### src/jtag_pkg.sv
package jtag_pkg;

  localparam int IR_LEN     = 5;
  localparam int IDCODE_LEN = 32;
  localparam int USER_LEN   = 16;

  // Bit 0 set, bit 1 clear as 1149.1 requires
  localparam logic [IR_LEN-1:0] IR_CAPTURE = 5'b00001;

  localparam logic [IDCODE_LEN-1:0] IDCODE_VALUE = 32'h2B8C_E04D;

  typedef enum logic [3:0] {
    TEST_LOGIC_RESET = 4'h0,
    RUN_TEST_IDLE    = 4'h1,
    SELECT_DR_SCAN   = 4'h2,
    CAPTURE_DR       = 4'h3,
    SHIFT_DR         = 4'h4,
    EXIT1_DR         = 4'h5,
    PAUSE_DR         = 4'h6,
    EXIT2_DR         = 4'h7,
    UPDATE_DR        = 4'h8,
    SELECT_IR_SCAN   = 4'h9,
    CAPTURE_IR       = 4'hA,
    SHIFT_IR         = 4'hB,
    EXIT1_IR         = 4'hC,
    PAUSE_IR         = 4'hD,
    EXIT2_IR         = 4'hE,
    UPDATE_IR        = 4'hF
  } tap_state_t;

  // Codes not listed fall back to bypass
  typedef enum logic [IR_LEN-1:0] {
    OP_IDCODE = 5'b00001,
    OP_USER   = 5'b01000,
    OP_BYPASS = 5'b11111
  } jtag_instr_t;

endpackage

### src/tap_fsm.sv
`timescale 1ns/1ps

module tap_fsm import jtag_pkg::*; (
  input  logic TCK,
  input  logic TRST,
  input  logic tms,
  output logic capture_ir,
  output logic shift_ir,
  output logic update_ir,
  output logic capture_dr,
  output logic shift_dr,
  output logic update_dr,
  output logic in_reset
);

  tap_state_t state;
  tap_state_t state_nxt;

  always_ff @(posedge TCK or negedge TRST) begin
    if (!TRST) begin
      state <= TEST_LOGIC_RESET;
    end else begin
      state <= state_nxt;
    end
  end

  // Standard 1149.1 transition table
  always_comb begin
    case (state)
      TEST_LOGIC_RESET: state_nxt = tms ? TEST_LOGIC_RESET : RUN_TEST_IDLE;
      RUN_TEST_IDLE:    state_nxt = tms ? SELECT_DR_SCAN : RUN_TEST_IDLE;
      SELECT_DR_SCAN:   state_nxt = tms ? SELECT_IR_SCAN : CAPTURE_DR;
      CAPTURE_DR:       state_nxt = tms ? EXIT1_DR : SHIFT_DR;
      SHIFT_DR:         state_nxt = tms ? EXIT1_DR : SHIFT_DR;
      EXIT1_DR:         state_nxt = tms ? UPDATE_DR : PAUSE_DR;
      PAUSE_DR:         state_nxt = tms ? EXIT2_DR : PAUSE_DR;
      EXIT2_DR:         state_nxt = tms ? UPDATE_DR : SHIFT_DR;
      UPDATE_DR:        state_nxt = tms ? SELECT_DR_SCAN : RUN_TEST_IDLE;
      SELECT_IR_SCAN:   state_nxt = tms ? TEST_LOGIC_RESET : CAPTURE_IR;
      CAPTURE_IR:       state_nxt = tms ? EXIT1_IR : SHIFT_IR;
      SHIFT_IR:         state_nxt = tms ? EXIT1_IR : SHIFT_IR;
      EXIT1_IR:         state_nxt = tms ? UPDATE_IR : PAUSE_IR;
      PAUSE_IR:         state_nxt = tms ? EXIT2_IR : PAUSE_IR;
      EXIT2_IR:         state_nxt = tms ? UPDATE_IR : SHIFT_IR;
      UPDATE_IR:        state_nxt = tms ? SELECT_DR_SCAN : RUN_TEST_IDLE;
      default:          state_nxt = TEST_LOGIC_RESET;
    endcase
  end

  // Strobes stay high for the whole cycle spent in the state
  assign capture_ir = (state == CAPTURE_IR);
  assign shift_ir   = (state == SHIFT_IR);
  assign update_ir  = (state == UPDATE_IR);
  assign capture_dr = (state == CAPTURE_DR);
  assign shift_dr   = (state == SHIFT_DR);
  assign update_dr  = (state == UPDATE_DR);
  assign in_reset   = (state == TEST_LOGIC_RESET);

endmodule

### src/instr_reg.sv
`timescale 1ns/1ps

module instr_reg import jtag_pkg::*; (
  input  logic TCK,
  input  logic TRST,
  input  logic tdi,
  input  logic capture_ir,
  input  logic shift_ir,
  input  logic update_ir,
  input  logic in_reset,
  output logic ir_so,
  output logic sel_idcode,
  output logic sel_user
);

  logic [IR_LEN-1:0] ir_shift;
  jtag_instr_t       ir_cur;

  // Shift stage, TDI in at the top, LSB out first
  always_ff @(posedge TCK) begin
    if (capture_ir) begin
      ir_shift <= IR_CAPTURE;
    end else if (shift_ir) begin
      ir_shift <= {tdi, ir_shift[IR_LEN-1:1]};
    end
  end

  assign ir_so = ir_shift[0];

  // Update stage
  always_ff @(posedge TCK or negedge TRST) begin
    if (!TRST) begin
      ir_cur <= OP_IDCODE;
    end else if (in_reset) begin
      ir_cur <= OP_IDCODE;
    end else if (update_ir) begin
      ir_cur <= jtag_instr_t'(ir_shift);  // unknown codes kept as is
    end
  end

  always_comb begin
    sel_idcode = 1'b0;
    sel_user   = 1'b0;
    case (ir_cur)
      OP_IDCODE: sel_idcode = 1'b1;
      OP_USER:   sel_user   = 1'b1;
      default: begin
        // Bypass, nothing selected
        sel_idcode = 1'b0;
        sel_user   = 1'b0;
      end
    endcase
  end

endmodule

### src/idcode_reg.sv
`timescale 1ns/1ps

module idcode_reg import jtag_pkg::*; (
  input  logic TCK,
  input  logic TRST,
  input  logic tdi,
  input  logic sel_idcode,
  input  logic capture_dr,
  input  logic shift_dr,
  output logic idcode_so
);

  logic [IDCODE_LEN-1:0] id_shift;

  // Loaded with the code at reset as well as on capture
  always_ff @(posedge TCK or negedge TRST) begin
    if (!TRST) begin
      id_shift <= IDCODE_VALUE;
    end else if (sel_idcode) begin
      if (capture_dr) begin
        id_shift <= IDCODE_VALUE;
      end else if (shift_dr) begin
        id_shift <= {tdi, id_shift[IDCODE_LEN-1:1]};
      end
    end
  end

  assign idcode_so = id_shift[0];

endmodule

### src/user_reg.sv
`timescale 1ns/1ps

module user_reg import jtag_pkg::*; (
  input  logic                TCK,
  input  logic                TRST,
  input  logic                tdi,
  input  logic                sel_user,
  input  logic                capture_dr,
  input  logic                shift_dr,
  input  logic                update_dr,
  input  logic                in_reset,
  input  logic [USER_LEN-1:0] user_status,
  output logic                user_so,
  output logic [USER_LEN-1:0] user_data
);

  logic [USER_LEN-1:0] usr_shift;

  // Status from the chip in, new control word out
  always_ff @(posedge TCK) begin
    if (sel_user) begin
      if (capture_dr) begin
        usr_shift <= user_status;
      end else if (shift_dr) begin
        usr_shift <= {tdi, usr_shift[USER_LEN-1:1]};
      end
    end
  end

  assign user_so = usr_shift[0];

  // Control word only moves on update under OP_USER
  always_ff @(posedge TCK or negedge TRST) begin
    if (!TRST) begin
      user_data <= '0;
    end else if (in_reset) begin
      user_data <= '0;
    end else if (update_dr && sel_user) begin
      user_data <= usr_shift;
    end
  end

endmodule

### src/scan_out_mux.sv
`timescale 1ns/1ps

module scan_out_mux (
  input  logic TCK,
  input  logic TRST,
  input  logic tdi,
  input  logic sel_idcode,
  input  logic sel_user,
  input  logic capture_dr,
  input  logic shift_dr,
  input  logic shift_ir,
  input  logic ir_so,
  input  logic idcode_so,
  input  logic user_so,
  output logic tdo,
  output logic tdo_en
);

  logic sel_bypass;
  logic bypass_bit;
  logic dr_so;
  logic scan_bit;

  assign sel_bypass = !sel_idcode && !sel_user;

  always_ff @(posedge TCK) begin
    if (sel_bypass) begin
      if (capture_dr) begin
        bypass_bit <= 1'b0;
      end else if (shift_dr) begin
        bypass_bit <= tdi;
      end
    end
  end

  assign dr_so = sel_idcode ? idcode_so :
                 sel_user   ? user_so   : bypass_bit;

  // Held low outside shift states
  assign scan_bit = shift_ir ? ir_so :
                    shift_dr ? dr_so : 1'b0;

  // Retime on the falling edge
  always_ff @(negedge TCK or negedge TRST) begin
    if (!TRST) begin
      tdo    <= 1'b0;
      tdo_en <= 1'b0;
    end else begin
      tdo    <= scan_bit;
      tdo_en <= shift_ir | shift_dr;
    end
  end

endmodule

### src/jtag_tap_top.sv
`timescale 1ns/1ps

module jtag_tap_top import jtag_pkg::*; (
  input  logic                TCK,
  input  logic                TRST,
  input  logic                tms,
  input  logic                tdi,
  input  logic [USER_LEN-1:0] user_status,
  output logic                tdo,
  output logic                tdo_en,
  output logic [USER_LEN-1:0] user_data
);

  logic capture_ir;
  logic shift_ir;
  logic update_ir;
  logic capture_dr;
  logic shift_dr;
  logic update_dr;
  logic in_reset;
  logic sel_idcode;
  logic sel_user;
  logic ir_so;
  logic idcode_so;
  logic user_so;

  tap_fsm u_tap_fsm (
    .TCK        (TCK),
    .TRST       (TRST),
    .tms        (tms),
    .capture_ir (capture_ir),
    .shift_ir   (shift_ir),
    .update_ir  (update_ir),
    .capture_dr (capture_dr),
    .shift_dr   (shift_dr),
    .update_dr  (update_dr),
    .in_reset   (in_reset)
  );

  // Instruction register steers the data registers
  instr_reg u_instr_reg (
    .TCK        (TCK),
    .TRST       (TRST),
    .tdi        (tdi),
    .capture_ir (capture_ir),
    .shift_ir   (shift_ir),
    .update_ir  (update_ir),
    .in_reset   (in_reset),
    .ir_so      (ir_so),
    .sel_idcode (sel_idcode),
    .sel_user   (sel_user)
  );

  idcode_reg u_idcode_reg (
    .TCK        (TCK),
    .TRST       (TRST),
    .tdi        (tdi),
    .sel_idcode (sel_idcode),
    .capture_dr (capture_dr),
    .shift_dr   (shift_dr),
    .idcode_so  (idcode_so)
  );

  user_reg u_user_reg (
    .TCK         (TCK),
    .TRST        (TRST),
    .tdi         (tdi),
    .sel_user    (sel_user),
    .capture_dr  (capture_dr),
    .shift_dr    (shift_dr),
    .update_dr   (update_dr),
    .in_reset    (in_reset),
    .user_status (user_status),
    .user_so     (user_so),
    .user_data   (user_data)
  );

  scan_out_mux u_scan_out_mux (
    .TCK        (TCK),
    .TRST       (TRST),
    .tdi        (tdi),
    .sel_idcode (sel_idcode),
    .sel_user   (sel_user),
    .capture_dr (capture_dr),
    .shift_dr   (shift_dr),
    .shift_ir   (shift_ir),
    .ir_so      (ir_so),
    .idcode_so  (idcode_so),
    .user_so    (user_so),
    .tdo        (tdo),
    .tdo_en     (tdo_en)
  );

endmodule

### config.mk
export PLATFORM = sky130hd
export DESIGN_NAME = jtag_tap_top
export DESIGN_NICKNAME = d
export VERILOG_FILES = /design/src/jtag_pkg.sv /design/src/tap_fsm.sv /design/src/instr_reg.sv /design/src/idcode_reg.sv /design/src/user_reg.sv /design/src/scan_out_mux.sv /design/src/jtag_tap_top.sv
export SDC_FILE = /design/constraint.sdc
export NUM_CORES = 1
export LEC_CHECK = 0
export BUFFER_PORTS_ARGS = -buffer_cell sky130_fd_sc_hd__buf_4
export CAP_MARGIN = 0
export CORE_MARGIN = 10
export CORE_UTILIZATION = 45
export DETAILED_ROUTE_END_ITERATION = 7
export GPL_TIMING_DRIVEN = 0
export PLACE_DENSITY = 0.68
export SLEW_MARGIN = 10
export SYNTH_ARGS = -nofsm -noshare
export SYNTH_HDL_FRONTEND = slang
export SYNTH_SLANG_ARGS = --single-unit
### constraint.sdc
create_clock -name TCK -period 2.04 [get_ports TCK]
set_input_delay 0.408 -clock TCK [delete_from_list [all_inputs] [get_ports TCK]]
set_output_delay 0.408 -clock TCK [all_outputs]
set_load 0.1 [all_outputs]
==> results of run 1 <==
registers in the layout (all words and copies together), names as in the netlist:
register                   cells
u_user_reg.user_data          16
u_user_reg.usr_shift          16
u_instr_reg.ir_shift           5
u_scan_out_mux.tdo_en          1
u_tap_fsm.state                4
u_instr_reg.ir_cur             5
u_scan_out_mux.tdo             1
u_idcode_reg.id_shift         32
u_scan_out_mux.bypass_bit      1
worst paths after layout:
kind	from	end	slack, ps	cells after the start
worst min register to register	u_idcode_reg.id_shift[3]$_DFFE_PN1P_	u_idcode_reg.id_shift[3]$_DFFE_PN1P_	460	2
min in group TCK	user_status[9]	u_user_reg.usr_shift[9]$_DFFE_PP_	300	3
worst min-delay path	TRST	u_idcode_reg.id_shift[17]$_DFFE_PN0P_	110	1
worst max-delay path	u_scan_out_mux.tdo_en$_DFF_NN0_	tdo_en	-340	1
max in group asynchronous	TRST	u_scan_out_mux.tdo_en$_DFF_NN0_	480	1
worst max register to register	u_tap_fsm.state[2]$_DFF_PN0_	u_scan_out_mux.tdo$_DFF_NN0_	-310	5
placed cells by master (no fill, tap or decap), types with 4 or more instances in the layout:
master    synthesis  final
nand2_1         145    145
dfrtp_1          42     41
buf_4             2     36
o21ai_1          29     30
nor2_1           25     25
o21ai_0          26     25
edfxtp_1         17     17
clkbuf_1         19     16
dfstp_2          15     15
clkbuf_8          0     11
a21oi_1           8      8
buf_6             5      6
o22ai_1           6      6
dfxtp_1           5      5
nor3_1            5      4
inv_1             4      4
and3_1            4      4
per-stage QoR:
step / std cells / hold WS, ps / total power [mW] / area (µm²)
after global placement: 526 / 452 / 4.43 / 3960
after global routing: 542 / 158 / 6.23 / 4220
final: 542 / 114 / 5.82 / 4220
after detailed placement: 526 / 453 / 4.49 / 3960
after floorplan: 388 / 112 / 3.99 / 3570
after CTS: 542 / 134 / 5.86 / 4220
power breakdown:
group / total, mW / switching, mW / leakage (nW) / internal [mW]
combinational: 2.17 / 1.31 / 0.782 / 0.861
clock: 1.31 / 0.613 / 0.106 / 0.699
sequential: 2.34 / 0.238 / 0.944 / 2.10
total: 5.82 / 2.16 / 1.83 / 3.66
cell type report:
class                   instances  share of cell area
multi-input cells             276               0.302
repair buffers                 36              0.0699
well taps                     102              0.0302
plain buffers                  27              0.0415
clock inverters                 7              0.0240
inverters                       4             0.00356
flip-flops and latches         81               0.499
clock buffers                   9              0.0293
cell families after synthesis:
logic type	Yosys count
compound gates	80
xor+xnor	1
buf+inv	31
flops	81
mux	1
simple gates	194
per-layer routing:
layer | global-route usage | wire [µm]
met1 | 0.175 | 3450
met2 | 0.194 | 3320
met3 | 0.0357 | 395
met4 | 0.0508 | 88
met5 | 0 | 0
what timing repair did:
item | 4_1_cts | 5_1_grt
gates resized for setup | 8 | 1
cloned | 0 | 0
endpoints found under the setup margin | 20 | 4
worst reg2reg max path, cell delays in order (launching register included):
cell and delay (ps):
dfrtp_1 470, clkbuf_8 200, nor2b_4 130, nand2_1 100, o21bai_1 130, o32ai_1 110
==> impl_metrics.json, run 1 <==
{
  "status": "finished with violations",
  "violations": "negative setup slack",
  "start_util": 0.460,
  "finalMaxSlewViolations": 0,
  "die_area_mm2": 0.0118,
  "diodes": 0,
  "synth_top_flop_cell": "dfrtp_1",
  "ir_drop_uv": 559,
  "yosys.area_share.xor_xnor": 0.00249,
  "setup_viol": 4,
  "core_area_mm2": 0.00765,
  "cp_max_fo": 1,
  "cpLargestDelayFamily": "flip-flops",
  "fill_cells": 682,
  "synthMostInstantiatedCell": "nand2_1",
  "slew_headroom": 0.506,
  "postCtsSetupBuffers": 0,
  "synth-seq-area-share": 0.599,
  "cts_hold_buf": 0,
  "yosysTopAreaCell": "dfrtp_1",
  "drtIter0Drc": 186,
  "synth_compound_area_frac": 0.126,
  "htree_levels": 3,
  "cts_tree": "built",
  "synth_mux_area_frac": 0.00285,
  "io_pins": 38,
  "layout_setup_ws_ps": -344,
  "post-route-util": 0.552,
  "ys_warn_count": 0,
  "synthTopCellsByCount": "nand2_1, dfrtp_1, o21ai_1, o21ai_0, nor2_1",
  "cpPeakStageDelay_ps": 440,
  "hp-class": "primary input to async pin",
  "synthesis.area_mm2": 0.00352,
  "cap_violations": 0,
  "register_area_mm2": 0.00211,
  "worstPathCellList": "buf_12",
  "overflow": 0,
  "root_buffer": "clkbuf_8",
  "power-per-cell-area_mw_per_mm2": 1380,
  "critPathCaptureType": "output pin",
  "gp_congestion": 0.770,
  "cts_max_path_buffers": 2,
  "multiInputGateArea_mm2": 0.00128,
  "rows": 32,
  "post-place-ws_ps": -269,
  "crit_slowest_cell": "dfrtn_1",
  "clkLatencyLatePin_ps": 350,
  "p_leak_nw": 1.83,
  "synth_top_family_by_area": "simple AND/OR/NAND/NOR gates",
  "syn_avg_cell_area_um2": 9.06,
  "via_per_inst": 4.97,
  "drt_first_pass_iters": 4,
  "yosysUniqueCellTypes": 38,
  "antenna_found_initial": 0,
  "synth_seq_cells": 81,
  "async_reset_ff_frac": 0.728,
  "grtUsageTotal": 0.130,
  "required_ps": 1630,
  "syn-num-nets": 408,
  "synth_edf_count": 17,
  "path_clk_slew_ps": 80,
  "clock_skew_ps": 17.5,
  "area_delta_synth_final_pct": 20.0,
  "worstSetupPathType": "flip-flop to output pin",
  "synthSimpleGateAreaFrac": 0.224,
  "path_buf_inv": 1,
  "tightest_slew_ps": 742,
  "dp_hpwl_um": 5090,
  "port_buffers": 36,
  "tritoncts.num_buffers": 9,
  "start_kind": "flip-flop",
  "cts.sinks": 81,
  "hold_violations": 0,
  "die_y_um": 108,
  "synthTopCellsByArea": "dfrtp_1, nand2_1, edfxtp_1, dfstp_2, o21ai_1",
  "wirelength_um": 7260,
  "synth_fa_ha_area_frac": 0,
  "synthesis.instances": 388,
  "synth_top_area_share": 0.299,
  "antenna_left": 0,
  "drive_gt1_frac": 0.193,
  "drc": 0,
  "die_x_um": 108,
  "grt_max_degree": 60,
  "crit_arrival_ps": 1980,
  "vias": 2693,
  "wire_per_inst_um": 13.4,
  "rsz0062_at_grt": "true",
  "nets": 455,
  "grt_pass1_vias": 2580,
  "grt_pass1_wl_um": 12400,
  "fin_setup_tns_ps": -1140
}
No activity file was read; power rests on OpenSTA's default activity.
==> run 2, diff against run 1 <==
--- a/config.mk
+++ b/config.mk
@@ -10,6 +10,6 @@
 export CORE_MARGIN = 10
-export CORE_UTILIZATION = 45
+export CORE_UTILIZATION = 32
 export DETAILED_ROUTE_END_ITERATION = 7
 export GPL_TIMING_DRIVEN = 0
-export PLACE_DENSITY = 0.68
+export PLACE_DENSITY = 0.52
 export SLEW_MARGIN = 10
==> constraint.sdc (replaced) <==
create_clock -name TCK -period 2.04 [get_ports TCK]
set_input_delay 0 -clock TCK [delete_from_list [all_inputs] [get_ports TCK]]
set_output_delay 0 -clock TCK [all_outputs]
set_load 0.1 [all_outputs]
==> impl_metrics.json, run 2 (same netlist as run 1, synthesis figures left out) <==
{
  "gp_congestion": 0.807,
  "fill_cells": 1061,
  "cts_tree": "built",
  "finalMaxSlewViolations": 0,
  "die_y_um": 125,
  "antenna_found_initial": 0,
  "vias": 2860,
  "rows": 38,
  "violations": "negative setup slack",
  "tritoncts.num_buffers": 9,
  "crit_arrival_ps": 1440,
  "top_regs": "u_idcode_reg.id_shift x32, u_user_reg.user_data x16, u_user_reg.usr_shift x16",
  "die_x_um": 125,
  "htree_levels": 3,
  "clkLatencyLatePin_ps": 360,
  "drt_first_pass_iters": 5,
  "cap_violations": 0,
  "wirelength_um": 8370,
  "dp_hpwl_um": 5470,
  "die_area_mm2": 0.0156,
  "wl_met3_um": 312,
  "p_leak_nw": 2.00,
  "top_register": "u_idcode_reg.id_shift",
  "grt_max_degree": 60,
  "port_buffers": 36,
  "required_ps": 1200,
  "root_buffer": "clkbuf_8",
  "drive_gt1_frac": 0.243,
  "worstSetupPathType": "flip-flop to flip-flop",
  "dpl_cell_area_mm2": 0.00399,
  "mostFrequentLayoutCell": "nand2_1",
  "dr_wl_met2_um": 3830,
  "worstPathCellList": "nor2b_4 > nand2_1 > o21bai_1 > o32ai_2",
  "layout_setup_ws_ps": -242,
  "slew_headroom": 0.493,
  "overflow": 0,
  "start_kind": "flip-flop",
  "drc": 0,
  "setup_viol": 2,
  "crit_slowest_cell": "dfstp_2",
  "status": "finished with violations",
  "via_per_inst": 4.67,
  "hp-class": "primary input to flip-flop",
  "wl_met1_um": 4090,
  "stdcell_area_mm2": 0.00461,
  "hold_violations": 0,
  "path_clk_slew_ps": 90,
  "clock_skew_ps": 21.2,
  "grt_pass1_vias": 2765,
  "ir_drop_uv": 773,
  "cp_max_fo": 3,
  "drtIter0Drc": 250,
  "largest_reg_flops": 32,
  "antenna_left": 0,
  "cpPeakStageDelay_ps": 580,
  "rsz0062_at_grt": "true",
  "wire_per_inst_um": 13.6,
  "highest_layer": "met4",
  "final_cell_mix": "nand2_1, buf_4, dfrtp_1",
  "cts_max_path_buffers": 2,
  "tightest_slew_ps": 760,
  "diodes": 0,
  "area_delta_synth_final_pct": 31.0,
  "cts.sinks": 81,
  "post-route-util": 0.427,
  "critPathCaptureType": "flip-flop",
  "nets": 488,
  "grt_pass1_wl_um": 13900,
  "io_pins": 38,
  "power-per-cell-area_mw_per_mm2": 1320,
  "core_area_mm2": 0.0108,
  "start_util": 0.326,
  "grtUsageTotal": 0.107
}
-- run 2: changes by cell type in the layout (fill, tap and decap cells not counted), moves of 3 or more --
cell           change
dfrtp_2            +3
clkbuf_2           +3
buf_8              +3
clkbuf_1           -4
dlygate4sd3_1     +18
buf_4             +12
dfrtp_1            -3
buf_6              +3
-- run 2: worst paths after layout --
check	endpoint	slack, ps	cells past startpoint	startpoint
worst max-delay path	u_scan_out_mux.tdo$_DFF_NN0_	-240	4	u_instr_reg.ir_cur[0]$_DFFE_PN1P_
worst min-delay path	u_tap_fsm.state[1]$_DFF_PN0_	70	3	tms
worst max register to register	u_scan_out_mux.tdo$_DFF_NN0_	-240	4	u_instr_reg.ir_cur[0]$_DFFE_PN1P_
worst min register to register	u_idcode_reg.id_shift[15]$_DFFE_PN1P_	460	2	u_idcode_reg.id_shift[15]$_DFFE_PN1P_
max in group asynchronous	u_scan_out_mux.tdo$_DFF_NN0_	340	2	TRST
min in group asynchronous	u_idcode_reg.id_shift[12]$_DFFE_PN0P_	240	2	TRST
-- run 2: layer usage --
layer  global-route usage  up-vias
met4               0.0366        0
met5                    0        -
met1                0.141     1357
li1                     -     1440
met3               0.0370       11
met2                0.158       52
-- run 2: power breakdown --
group / total [mW] / switching (mW) / internal, mW
Combinational: 2.55 / 1.46 / 1.09
Clock: 1.21 / 0.636 / 0.575
Sequential: 2.34 / 0.235 / 2.10
-- run 2: worst max-delay path: cells and delay by family, from the launching register on --
kind / cells / cell delay [ps]
compound gates: 2 / 280
flops: 1 / 580
simple gates: 2 / 230
-- run 2: repair_timing --
item	in CTS	in global routing
resized for setup	21	23
setup endpoints to repair	20	25
hold buffers	18	0
hold endpoints to repair	61	0
buffers inserted	11	4
pin swaps	6	1
-- run 2: area by class of cell --
| cell class | instances | area [µm²] | share of cell area |
|---|---|---|---|
| Buffer | 27 | 194 | 0.0421 |
| Inverter | 4 | 15.0 | 0.00326 |
| Clock inverter | 7 | 73.8 | 0.0160 |
| Sequential cell | 81 | 2110 | 0.458 |
| Clock buffer | 9 | 124 | 0.0269 |
| Tap cell | 140 | 175 | 0.0380 |
| Timing Repair Buffer | 69 | 586 | 0.127 |
| Multi-Input combinational cell | 276 | 1330 | 0.289 |
-- run 2: stage by stage --
| step | total power [mW] | hold slack, ps | std cells | worst slack (ps) | TNS [ps] |
|---|---|---|---|---|---|
| 3_3_place_gp | 4.43 | 134 | 564 | -344 | -2200 |
| 4_1_cts | 5.96 | 69.5 | 609 | -220 | -257 |
| 5_1_grt | 6.53 | 101 | 613 | -284 | -357 |
| 6_report | 6.10 | 72.4 | 613 | -242 | -291 |
| 3_5_place_dp | 4.48 | 135 | 564 | -400 | -2430 |
| 2_1_floorplan | 3.94 | -296 | 388 | -117 | -117 |
==> run 3, diff against run 2 <==
CELL_PAD_IN_SITES_DETAIL_PLACEMENT = 1   (was default)
CELL_PAD_IN_SITES_GLOBAL_PLACEMENT = 2   (was default)
CTS_BUF_LIST = sky130_fd_sc_hd__clkbuf_8 sky130_fd_sc_hd__clkbuf_16   (was default)
GPL_ROUTABILITY_DRIVEN = 0   (was default)
PLACE_DENSITY = 0.76   (was 0.52)
==> impl_metrics.json, run 3 (same netlist as run 1, synthesis figures left out) <==
{
  "cp_max_fo": 3,
  "power-per-cell-area_mw_per_mm2": 1340,
  "reg2reg_from": "u_instr_reg.ir_cur[0]$_DFFE_PN1P_",
  "total_power_mw": 6.17,
  "overflow": 0,
  "dp_hpwl_um": 5960,
  "hp-class": "primary input to flip-flop",
  "worstHoldEndpoint": "u_tap_fsm.state[0]$_DFF_PN0_",
  "rr_worst_depth": 4,
  "dp_cells": 564,
  "antenna_found_initial": 0,
  "vias": 2898,
  "start_kind": "flip-flop",
  "cts_max_path_buffers": 2,
  "hold_violations": 0,
  "top_register": "u_idcode_reg.id_shift",
  "grt_pass1_vias": 3037,
  "drc": 0,
  "diodes": 0,
  "final_cells": 610,
  "grt_pass1_wl_um": 15200,
  "setup_viol": 2,
  "cpLargestDelayFamily": "flip-flops",
  "required_ps": 1200,
  "path_clk_slew_ps": 90,
  "wire_per_inst_um": 14.6,
  "slew_headroom": 0.482,
  "wirelength_um": 8910,
  "via_per_inst": 4.75,
  "area_delta_synth_final_pct": 30.6,
  "rows": 38,
  "p_leak_nw": 1.99,
  "port_buffers": 36,
  "core_area_mm2": 0.0108,
  "cap_violations": 0,
  "crit_slowest_cell": "dfstp_2",
  "violations": "negative setup slack",
  "drive_gt1_frac": 0.238,
  "multiInputGateArea_mm2": 0.00131,
  "clock_skew_ps": 18.8,
  "tritoncts.num_buffers": 9,
  "rr_endpoint": "u_scan_out_mux.tdo$_DFF_NN0_",
  "cpPeakStageDelay_ps": 560,
  "grtUsageTotal": 0.116,
  "crit_arrival_ps": 1400,
  "die_x_um": 125,
  "mostFrequentLayoutCell": "nand2_1",
  "nets": 485,
  "r2r_slack_ps": -200,
  "register_area_mm2": 0.00211,
  "worstSetupPathType": "flip-flop to flip-flop",
  "fill_cells": 1242,
  "status": "finished with violations",
  "htree_levels": 3,
  "drt_first_pass_iters": 4,
  "largest_reg_flops": 32,
  "worstPathCellList": "nor2b_4 > nand2_2 > o21bai_1 > o32ai_1",
  "critPathCaptureType": "flip-flop",
  "layout_setup_ws_ps": -199,
  "root_buffer": "clkbuf_8",
  "path_buf_inv": 0,
  "tightest_slew_ps": 778,
  "drtIter0Drc": 199,
  "grt_max_degree": 60,
  "die_area_mm2": 0.0156,
  "hold_start": "tms",
  "antenna_left": 0,
  "rsz0062_at_grt": "true",
  "ir_drop_uv": 448,
  "min_path_cells": 2,
  "cts.sinks": 81,
  "start_util": 0.326,
  "die_y_um": 125,
  "top_regs": "u_idcode_reg.id_shift x32, u_user_reg.user_data x16, u_user_reg.usr_shift x16",
  "final_cell_mix": "nand2_1, buf_4, dfrtp_1",
  "io_pins": 38,
  "finalMaxSlewViolations": 0,
  "cts_tree": "built",
  "clkLatencyLatePin_ps": 360
}
run 3: changes by cell type in the layout (fill, tap and decap cells not counted), sizes merged:
cell	previous run	this run
clkinvlp	1	2
bufinv	1	2
inv	8	6
buf	60	57
run 3: how the worst max path moves through the flow:
stage	from	end	slack (ps)	cells past startpoint
2_1_floorplan	u_instr_reg.ir_cur[4]$_DFFE_PN0P_	u_scan_out_mux.tdo$_DFF_NN0_	-120	4
3_3_place_gp	u_instr_reg.ir_cur[4]$_DFFE_PN0P_	u_scan_out_mux.tdo$_DFF_NN0_	-400	4
3_5_place_dp	u_tap_fsm.state[0]$_DFF_PN0_	u_scan_out_mux.tdo$_DFF_NN0_	-400	5
4_1_cts	u_instr_reg.ir_cur[0]$_DFFE_PN1P_	u_scan_out_mux.tdo$_DFF_NN0_	-220	4
5_1_grt	u_instr_reg.ir_cur[4]$_DFFE_PN0P_	u_scan_out_mux.tdo$_DFF_NN0_	-290	4
6_report	u_instr_reg.ir_cur[0]$_DFFE_PN1P_	u_scan_out_mux.tdo$_DFF_NN0_	-200	4
run 3: cell type report:
type,count,share of cell area
repair buffers,66,0.123
clock inverters,7,0.0221
plain buffers,27,0.0414
multi-input cells,276,0.286
clock buffers,9,0.0270
inverters,4,0.00327
well taps,140,0.0381
flip-flops and latches,81,0.459
run 3: worst reg2reg max path, cell delays in order, from the launching register on:
cell,delay (ps)
dfstp_2,560
nor2b_4,170
nand2_2,60
o21bai_1,140
o32ai_1,110
run 3: power breakdown:
group	internal [mW]	switching (mW)
registers	2.10	0.232
logic	1.03	1.46
clock network	0.699	0.636
total	3.84	2.33
run 3: timing repair:
action	in CTS	in global routing
hold buffers	18	0
endpoints found under the setup margin	20	36
hold endpoints to repair	61	0
resized for setup	24	15
pin swaps	4	4
setup buffers	9	4
run 3: layer usage:
layer | vias up | global-route usage | wire [µm]
met5 | - | 0 | 0
met2 | 37 | 0.182 | 4080
met1 | 1418 | 0.150 | 4430
met4 | 0 | 0.0528 | 158
li1 | 1432 | - | -
met3 | 11 | 0.0251 | 243
run 3: metrics by stage:
step	hold WS, ps	instance area (µm²)	TNS (ps)	util	setup slack (ps)
CTS	86.5	4540	-2960	0.420	-217
detailed placement	130	3990	-3600	0.369	-399
global route	131	4590	-384	0.426	-294
finish	101	4590	-241	0.426	-199
global placement	126	3990	-2900	0.369	-397
floorplan	-296	3540	-117	-	-117
